**src/include/core_settings.svh**
```systemverilog
`ifndef CORE_SETTINGS_SVH
`define CORE_SETTINGS_SVH

////////////////////////////////////////
// opcode field values
////////////////////////////////////////

// compact numbering held in instr[6:0].
`define RTYPE 7'd0
`define ITYPE 7'd1
`define STYPE 7'd2
`define BTYPE 7'd3
`define UTYPE 7'd4
`define JTYPE 7'd5

////////////////////////////////////////
// special func3 codes inside ITYPE
////////////////////////////////////////

`define LW_F3   3'b110 // load word.
`define JALR_F3 3'b111 // jump and link register.

////////////////////////////////////////
// core sizing
////////////////////////////////////////

`define RESET_PC 32'h0000_0000
`define NUM_REGS 32

`endif

```
**src/rtl/core_pkg.sv**
```systemverilog
package core_pkg;

    ////////////////////////////////////////
    // ALU selection
    ////////////////////////////////////////

    // coarse request from the main decoder.
    typedef enum logic [1:0] {
        ADD_CLASS,
        SUB_CLASS,
        FUNC_CLASS
    } aluClass_t;

    typedef enum logic [3:0] {
        ALU_ADD,
        ALU_SUB,
        ALU_SLL,
        ALU_SLT,
        ALU_XOR,
        ALU_SRL,
        ALU_SRA,
        ALU_OR,
        ALU_AND
    } aluOp_t;

    ////////////////////////////////////////
    // immediate and write-back selection
    ////////////////////////////////////////

    typedef enum logic [2:0] {
        IMM_I,
        IMM_S,
        IMM_B,
        IMM_J,
        IMM_U
    } immSrc_t;

    typedef enum logic [1:0] {
        RES_ALU,
        RES_MEM,
        RES_LINK, // pc plus 4 for jal and jalr.
        RES_IMM
    } resultSrc_t;

    // one bundle per instruction, all zero means a no-op.
    typedef struct packed {
        logic       regWrite;
        logic       memWrite;
        logic       aluSrc;
        logic       jal;
        logic       jalr;
        logic       pcTaken;
        immSrc_t    immSrc;
        resultSrc_t resultSrc;
    } ctrl_t;

endpackage

```
**src/rtl/Alu.sv**
```systemverilog
module Alu (
    input  logic [31:0]      a,
    input  logic [31:0]      b,
    input  core_pkg::aluOp_t aluOp,
    output logic [31:0]      result,
    output logic             zero,
    output logic             neg
);

    logic [4:0] shamt;

    assign shamt = b[4:0];

    // signed compare straight from the operands, so overflow cannot flip it.
    assign neg = $signed(a) < $signed(b);

    always_comb begin
        case (aluOp)
            core_pkg::ALU_ADD: result = a + b;
            core_pkg::ALU_SUB: result = a - b;
            core_pkg::ALU_SLL: result = a << shamt;
            core_pkg::ALU_SLT: result = {31'd0, neg};
            core_pkg::ALU_XOR: result = a ^ b;
            core_pkg::ALU_SRL: result = a >> shamt;
            core_pkg::ALU_SRA: result = $unsigned($signed(a) >>> shamt);
            core_pkg::ALU_OR:  result = a | b;
            core_pkg::ALU_AND: result = a & b;
            default:           result = 32'd0;
        endcase
    end

    assign zero = (result == 32'd0);

endmodule

```
**src/rtl/AluController.sv**
```systemverilog
`include "core_settings.svh"

module AluController (
    input  core_pkg::aluClass_t aluClass,
    input  logic [2:0]          func3,
    input  logic                func7b5,
    input  logic                isRType,
    output core_pkg::aluOp_t    aluOp
);

    always_comb begin
        case (aluClass)
            core_pkg::SUB_CLASS: aluOp = core_pkg::ALU_SUB;
            core_pkg::FUNC_CLASS: begin
                case (func3)
                    3'b000: aluOp = (isRType && func7b5) ? core_pkg::ALU_SUB
                                                         : core_pkg::ALU_ADD;
                    3'b001: aluOp = core_pkg::ALU_SLL;
                    3'b010: aluOp = core_pkg::ALU_SLT;
                    3'b100: aluOp = core_pkg::ALU_XOR;
                    3'b101: aluOp = func7b5 ? core_pkg::ALU_SRA : core_pkg::ALU_SRL;
                    // in ITYPE these two codes are lw and jalr, both need rs1 plus imm.
                    `LW_F3:   aluOp = isRType ? core_pkg::ALU_OR : core_pkg::ALU_ADD;
                    `JALR_F3: aluOp = isRType ? core_pkg::ALU_AND : core_pkg::ALU_ADD;
                    default: aluOp = core_pkg::ALU_ADD;
                endcase
            end
            default: aluOp = core_pkg::ALU_ADD;
        endcase
    end

endmodule

```
**src/rtl/ImmExtend.sv**
```systemverilog
module ImmExtend (
    input  logic [31:7]       instr,
    input  core_pkg::immSrc_t immSrc,
    output logic [31:0]       imm
);

    always_comb begin
        case (immSrc)
            core_pkg::IMM_I: imm = {{20{instr[31]}}, instr[31:20]};
            core_pkg::IMM_S: imm = {{20{instr[31]}}, instr[31:25], instr[11:7]};
            core_pkg::IMM_B: begin
                imm = {{19{instr[31]}}, instr[31], instr[7], instr[30:25],
                       instr[11:8], 1'b0}; // branch offsets are even.
            end
            core_pkg::IMM_J: begin
                imm = {{11{instr[31]}}, instr[31], instr[19:12], instr[20],
                       instr[30:21], 1'b0};
            end
            core_pkg::IMM_U: imm = {instr[31:12], 12'd0};
            default:         imm = 32'd0;
        endcase
    end

endmodule

```
**src/rtl/RegFile.sv**
```systemverilog
`include "core_settings.svh"

module RegFile (
    input  logic        clk,
    input  logic [4:0]  rs1,
    input  logic [4:0]  rs2,
    input  logic [4:0]  rd,
    input  logic        we,
    input  logic [31:0] wd,
    output logic [31:0] rd1,
    output logic [31:0] rd2
);

    logic [31:0] regs [`NUM_REGS];

    always_ff @(posedge clk) begin
        if (we && (rd != 5'd0)) begin
            regs[rd] <= wd;
        end
    end

    // x0 is never written, so its entry is masked on read.
    assign rd1 = (rs1 == 5'd0) ? 32'd0 : regs[rs1];
    assign rd2 = (rs2 == 5'd0) ? 32'd0 : regs[rs2];

endmodule

```
**src/rtl/MainController.sv**
```systemverilog
`include "core_settings.svh"

module MainController (
    input  logic [6:0]         op,
    input  logic [2:0]         func3,
    input  logic               zero,
    input  logic               neg,
    output core_pkg::ctrl_t    ctrl,
    output core_pkg::aluClass_t aluClass
);

    logic branchTaken;

    // the ALU subtracts rs2 from rs1 for every branch.
    always_comb begin
        case (func3)
            3'b000:  branchTaken = zero;
            3'b001:  branchTaken = ~zero;
            3'b100:  branchTaken = neg;
            3'b101:  branchTaken = ~neg;
            default: branchTaken = 1'b0;
        endcase
    end

    always_comb begin
        ctrl     = '0;
        aluClass = core_pkg::ADD_CLASS;
        case (op)
            `RTYPE: begin
                ctrl.regWrite = 1'b1;
                aluClass      = core_pkg::FUNC_CLASS;
            end
            `ITYPE: begin
                ctrl.regWrite = 1'b1;
                ctrl.aluSrc   = 1'b1;
                ctrl.immSrc   = core_pkg::IMM_I;
                aluClass      = core_pkg::FUNC_CLASS; // loads and jalr are sorted out later.
                if (func3 == `LW_F3) begin
                    ctrl.resultSrc = core_pkg::RES_MEM;
                end else if (func3 == `JALR_F3) begin
                    ctrl.jalr      = 1'b1;
                    ctrl.pcTaken   = 1'b1;
                    ctrl.resultSrc = core_pkg::RES_LINK;
                end
            end
            `STYPE: begin
                ctrl.memWrite = 1'b1;
                ctrl.aluSrc   = 1'b1;
                ctrl.immSrc   = core_pkg::IMM_S;
            end
            `BTYPE: begin
                ctrl.immSrc  = core_pkg::IMM_B;
                ctrl.pcTaken = branchTaken;
                aluClass     = core_pkg::SUB_CLASS;
            end
            `UTYPE: begin
                ctrl.regWrite  = 1'b1;
                ctrl.immSrc    = core_pkg::IMM_U;
                ctrl.resultSrc = core_pkg::RES_IMM;
            end
            `JTYPE: begin
                ctrl.regWrite  = 1'b1;
                ctrl.jal       = 1'b1;
                ctrl.pcTaken   = 1'b1;
                ctrl.immSrc    = core_pkg::IMM_J;
                ctrl.resultSrc = core_pkg::RES_LINK;
            end
            default: begin
                ctrl = '0; // Unknown opcode, nothing changes but the PC.
            end
        endcase
    end

endmodule

```
**src/rtl/Datapath.sv**
```systemverilog
`include "core_settings.svh"

module Datapath (
    input  logic             clk,
    input  logic             arstN,
    input  logic [31:0]      instr,
    input  core_pkg::ctrl_t  ctrl,
    input  core_pkg::aluOp_t aluOp,
    input  logic [31:0]      dataRdata,
    output logic [31:0]      instrAddr,
    output logic [31:0]      dataAddr,
    output logic [31:0]      dataWdata,
    output logic             dataWrite,
    output logic             zero,
    output logic             neg
);

    logic [31:0] pc;
    logic [31:0] nextPc;
    logic [31:0] pcPlus4;
    logic        running;
    logic [31:0] rd1;
    logic [31:0] rd2;
    logic [31:0] imm;
    logic [31:0] srcB;
    logic [31:0] aluResult;
    logic [31:0] result;

    ////////////////////////////////////////
    // program counter
    ////////////////////////////////////////

    // the first edge after reset only arms the core, RESET_PC runs next.
    always_ff @(posedge clk or negedge arstN) begin
        if (!arstN) begin
            pc      <= `RESET_PC;
            running <= 1'b0;
        end else begin
            running <= 1'b1;
            if (running) begin
                pc <= nextPc;
            end
        end
    end

    assign pcPlus4 = pc + 32'd4;

    always_comb begin
        if (ctrl.jalr) begin
            nextPc = {aluResult[31:1], 1'b0}; // rs1 plus imm, bit 0 dropped.
        end else if (ctrl.jal || ctrl.pcTaken) begin
            nextPc = pc + imm;
        end else begin
            nextPc = pcPlus4;
        end
    end

    ////////////////////////////////////////
    // execute and write-back
    ////////////////////////////////////////

    RegFile regFile (
        .clk (clk),
        .rs1 (instr[19:15]),
        .rs2 (instr[24:20]),
        .rd  (instr[11:7]),
        .we  (ctrl.regWrite & running),
        .wd  (result),
        .rd1 (rd1),
        .rd2 (rd2)
    );

    ImmExtend immExtend (
        .instr  (instr[31:7]),
        .immSrc (ctrl.immSrc),
        .imm    (imm)
    );

    assign srcB = ctrl.aluSrc ? imm : rd2;

    Alu alu (
        .a      (rd1),
        .b      (srcB),
        .aluOp  (aluOp),
        .result (aluResult),
        .zero   (zero),
        .neg    (neg)
    );

    always_comb begin
        case (ctrl.resultSrc)
            core_pkg::RES_MEM:  result = dataRdata;
            core_pkg::RES_LINK: result = pcPlus4;
            core_pkg::RES_IMM:  result = imm;
            default:            result = aluResult;
        endcase
    end

    assign instrAddr = pc;
    assign dataAddr  = aluResult;
    assign dataWdata = rd2;
    assign dataWrite = ctrl.memWrite & running; // Store gate.

endmodule

```
**src/rtl/RiscCore.sv**
```systemverilog
`include "core_settings.svh"

module RiscCore (
    input  logic        clk,
    input  logic        arstN,
    input  logic [31:0] instr,
    input  logic [31:0] dataRdata,
    output logic [31:0] instrAddr,
    output logic [31:0] dataAddr,
    output logic [31:0] dataWdata,
    output logic        dataWrite
);

    core_pkg::ctrl_t     ctrl;
    core_pkg::aluClass_t aluClass;
    core_pkg::aluOp_t    aluOp;
    logic                zero;
    logic                neg;
    logic                isRType;

    assign isRType = (instr[6:0] == `RTYPE); // func7 subtract only applies here.

    MainController mainController (
        .op       (instr[6:0]),
        .func3    (instr[14:12]),
        .zero     (zero),
        .neg      (neg),
        .ctrl     (ctrl),
        .aluClass (aluClass)
    );

    AluController aluController (
        .aluClass (aluClass),
        .func3    (instr[14:12]),
        .func7b5  (instr[30]),
        .isRType  (isRType),
        .aluOp    (aluOp)
    );

    Datapath datapath (
        .clk       (clk),
        .arstN     (arstN),
        .instr     (instr),
        .ctrl      (ctrl),
        .aluOp     (aluOp),
        .dataRdata (dataRdata),
        .instrAddr (instrAddr),
        .dataAddr  (dataAddr),
        .dataWdata (dataWdata),
        .dataWrite (dataWrite),
        .zero      (zero),
        .neg       (neg)
    );

endmodule

```
**config.mk**
```make
export PLATFORM = sky130hd
export DESIGN_NAME = RiscCore
export DESIGN_NICKNAME = d
export VERILOG_FILES = /design/src/rtl/core_pkg.sv /design/src/rtl/Alu.sv /design/src/rtl/AluController.sv /design/src/rtl/ImmExtend.sv /design/src/rtl/RegFile.sv /design/src/rtl/MainController.sv /design/src/rtl/Datapath.sv /design/src/rtl/RiscCore.sv
export VERILOG_INCLUDE_DIRS = /design/src /design/src/include
export SDC_FILE = /design/constraint.sdc
export NUM_CORES = 2
export LEC_CHECK = 0
export BUFFER_PORTS_ARGS = -buffer_cell sky130_fd_sc_hd__buf_2
export CAP_MARGIN = 20
export CORE_MARGIN = 3
export CORE_UTILIZATION = 50
export DETAILED_ROUTE_END_ITERATION = 6
export PLACE_DENSITY = 0.74
export SYNTH_ARGS = -nofsm -noshare
export SYNTH_HDL_FRONTEND = slang
export SYNTH_SLANG_ARGS = --single-unit
```
**constraint.sdc**
```tcl
create_clock -name clk -period 14.85 [get_ports clk]
set_clock_uncertainty 0.15 [all_clocks]
set_input_delay 0.7425 -clock clk [delete_from_list [all_inputs] [get_ports clk]]
set_output_delay 0.7425 -clock clk [all_outputs]
set_load 0.01 [all_outputs]
```
==> impl_metrics.yaml <==
status:
  status: "finished clean"
placed_design:
  hpwl_mm: 168
  gp_congestion: 1.07
  placed_cell_area_mm2: 0.0657
  preCtsSetupSlack_ns: 3.68
  portBuffers: 162
detailed_routing:
  detail_route.vias_per_cell: 7.36
  dr.pass1.iters: 7
  vias: 48300
  finalWirelength_mm: 254
  drt_iter0_drc: 7292
  wl_per_cell_um: 38.7
  drc: 0
  ant_nets: 0
critical_path:
  crit_fanout: 55
  cpPeakStageDelay_ns: 0.96
  crit_path_start_kind: "primary input"
  crit_top_cell: "buf_4"
  r2r-start: "datapath.regFile.regs[25][0]"
  rr_worst_depth: 29
  cp_slowest_cell: "a311oi_1"
  cp.required_ns: 15.30
  path_class: "primary input to flip-flop"
  r2r_slack_ns: 5.23
  cp.arrival_ns: 11.23
  cp-end-kind: "flip-flop"
  r2r-end: "datapath.instrAddr[1]"
layout:
  fin_util: 0.564
  area_growth_pct: 11.1
  drive_above_1_share: 0.225
  stdcell_area_mm2: 0.0692
  nets: 5050
  n_fill_cell: 9848
power_and_ir_drop:
  power_leakage_nw: 24.1
  powerDensity_mw_per_mm2: 137
  ir_drop_mv: 0.107
die:
  io_pins: 163
  start_util: 0.507
  rows: 128
  core_area_mm2: 0.123
  fp.dieArea_mm2: 0.129
  die_x_um: 359
  fp.dieH_um: 359
sta:
  worst_slack_ns: 4.07
  fin_crit_ns: 10.78
  final_max_slew_viol_count: 0
  final-hold-violation-count: 0
  relSlewSlack: 0.118
  setup_violations: 0
  fmax_mhz: 92.8
  worst_pin_slew_ns: 1.32
  tns_ns: 0
  period_share: 0.726
  rsz0062_at_grt: "false"
grt:
  antenna_found_initial: 9
  grt_remaining_overflow: 0
  grt_util_all_layers: 0.386
  grt_first_pass_wirelength_mm: 357
  grt_pass1_vias: 46700
  grt_max_degree: 113
clocking:
  post-cts-setup-buffers: 0
  clk_pin_slew_ns: 0.06
  htree_levels: 3
  cts_buffer_depth: 3
  cts.sinks: 1057
  hold_buffers: 1
  clk_latency_ns: 0.71
  cts-root-buf: "clkbuf_16"
  cts_resized: 0
  cts_buffers: 107
  cts_tree: "yes"
synth:
  syn_area_mm2: 0.0622
  yosys_warnings: 0
  yosysUniqueCellTypes: 108
  postSynthAreaPerCell_um2: 13.3
  synthArstFlopShare: 0.0312
  ys_seq_area_frac: 0.507
  synth_top_flop_cell: "edfxtp_1"
  synth_seq_cells: 1057
  syn_inst: 4692
  synth_enable_flop_cells: 1024
worst_hold_path:
  hold_class: "primary input to flip-flop"
  hold_start: "dataRdata[6]"
  min_to: "datapath.regFile.regs[0][6]"
  min_path_cells: 3
run:
  cap_violations: 0
[critical path, delay by kind of cell]
kind,cells,cell delay [ns]
AO/OA/AOI/OAI,12,3.46
XOR/XNOR,1,0.26
adder cells (fa/ha/maj),2,0.52
buffers and inverters,7,2.26
multiplexers,2,0.67
AND/OR/NAND/NOR,7,3.15
[how the worst max path moves through the flow]
stage	to	startpoint	slack (ns)
floorplan	datapath.instrAddr[21]	instr[20]	6.18
global placement	datapath.instrAddr[15]	instr[22]	3.79
detailed placement	datapath.instrAddr[1]	instr[22]	3.68
CTS	datapath.instrAddr[1]	instr[22]	4.42
global route	datapath.instrAddr[1]	instr[22]	3.82
finish	datapath.instrAddr[1]	instr[22]	4.07
[registers in the layout, indices dropped and copies added, names as in the netlist]
| name | count |
|---|---|
| datapath.running | 1 |
| datapath.regFile.regs | 1024 |
| datapath.instrAddr | 32 |
[through the flow]
stage	instances	hold WS (ns)	total power [W]
3_5_place_dp	6356	0.413	0.00672
6_report	6566	0.413	0.00947
2_1_floorplan	4723	0.297	0.00551
5_1_grt	6559	0.410	0.00974
4_1_cts	6555	0.428	0.00938
3_3_place_gp	6355	0.422	0.00671
[power breakdown]
part / internal [W] / switching (W)
Sequential: 0.00376 / 0.000103
Clock: 0.00152 / 0.00117
Combinational: 0.000874 / 0.00205
Total: 0.00616 / 0.00331
[cells by family (layout without fill, tap and decap cells)]
kind of cell               count (synthesis)  count (layout)  share of synthesized area
adders and majority gates                139             139                     0.0283
buffers and inverters                    472             683                     0.0327
xor gates and xnor gates                  73              73                     0.0103
other                                      2              40                   0.000121
and+or+nand+nor                         1039            1039                     0.0785
AOI/OAI and AO/OA                       1052            1052                      0.115
muxes                                    858             858                      0.227
DFF                                     1057            1057                      0.507
[layout by cell type (no fill, tap or decap), types with 44 or more instances in the layout]
| cell | netlist | final |
|---|---|---|
| o211ai_1 | 54 | 54 |
| nand2_1 | 301 | 301 |
| buf_4 | 22 | 170 |
| mux4_2 | 438 | 438 |
| ha_1 | 136 | 136 |
| nand3_1 | 87 | 87 |
| buf_2 | 72 | 153 |
| a21oi_1 | 217 | 199 |
| nor2_1 | 317 | 275 |
| nor3_1 | 80 | 77 |
| inv_1 | 137 | 137 |
| a22oi_1 | 85 | 85 |
| xnor2_1 | 44 | 44 |
| clkbuf_16 | 0 | 108 |
| o22ai_1 | 80 | 80 |
| edfxtp_1 | 1024 | 1024 |
| a211oi_1 | 48 | 46 |
| o21ai_0 | 180 | 176 |
| mux2i_1 | 374 | 374 |
[layer usage]
metal	global-route usage	routed length, um	up-vias
met3	0.102	34200	875
li1	-	-	19200
met1	0.510	89300	24200
met2	0.567	111000	4044
met5	0	45	-
met4	0.247	19800	6
[synthesized netlist by cell type (16+ instances only)]
cell / count / area share
a22oi_1: 85 / 0.010
or3_1: 23 / 0.0023
clkbuf_1: 171 / 0.010
dfrtp_1: 33 / 0.013
o31ai_1: 21 / 0.0025
a21oi_1: 217 / 0.017
a222oi_1: 17 / 0.0027
mux2_2: 39 / 0.0071
nor2_1: 317 / 0.019
o21ai_0: 180 / 0.014
nor4_1: 19 / 0.0019
mux2i_1: 374 / 0.060
nor2b_1: 40 / 0.0040
a22o_1: 24 / 0.0034
xor2_1: 29 / 0.0041
inv_1: 137 / 0.0083
xnor2_1: 44 / 0.0062
mux4_2: 438 / 0.16
buf_2: 72 / 0.0058
o22ai_1: 80 / 0.0080
and3_1: 30 / 0.0030
nor3_1: 80 / 0.0064
a221oi_1: 34 / 0.0048
buf_4: 22 / 0.0027
o21a_1: 21 / 0.0025
ha_1: 136 / 0.027
buf_1: 51 / 0.0031
o221ai_1: 33 / 0.0046
a21o_1: 34 / 0.0041
nand3_1: 87 / 0.0070
a211oi_1: 48 / 0.0058
nand4_1: 25 / 0.0025
and2_1: 16 / 0.0016
a211o_1: 16 / 0.0023
edfxtp_1: 1024 / 0.49
o21bai_1: 17 / 0.0021
a31oi_1: 32 / 0.0032
nand2b_1: 31 / 0.0031
nand2_1: 301 / 0.018
o211ai_1: 54 / 0.0065
[final cells by class]
| cell class | count | area, um2 | share of cell area |
|---|---|---|---|
| clock inverters | 73 | 672 | 0.00971 |
| diodes | 7 | 17.5 | 0.000253 |
| clock buffers | 125 | 2770 | 0.0400 |
| well taps | 1625 | 2030 | 0.0294 |
| inverters | 144 | 542 | 0.00783 |
| multi-input cells | 3194 | 29200 | 0.423 |
| flip-flops and latches | 1057 | 31600 | 0.457 |
| repair buffers | 341 | 2320 | 0.0335 |
No activity file was read; power rests on OpenSTA's default activity.
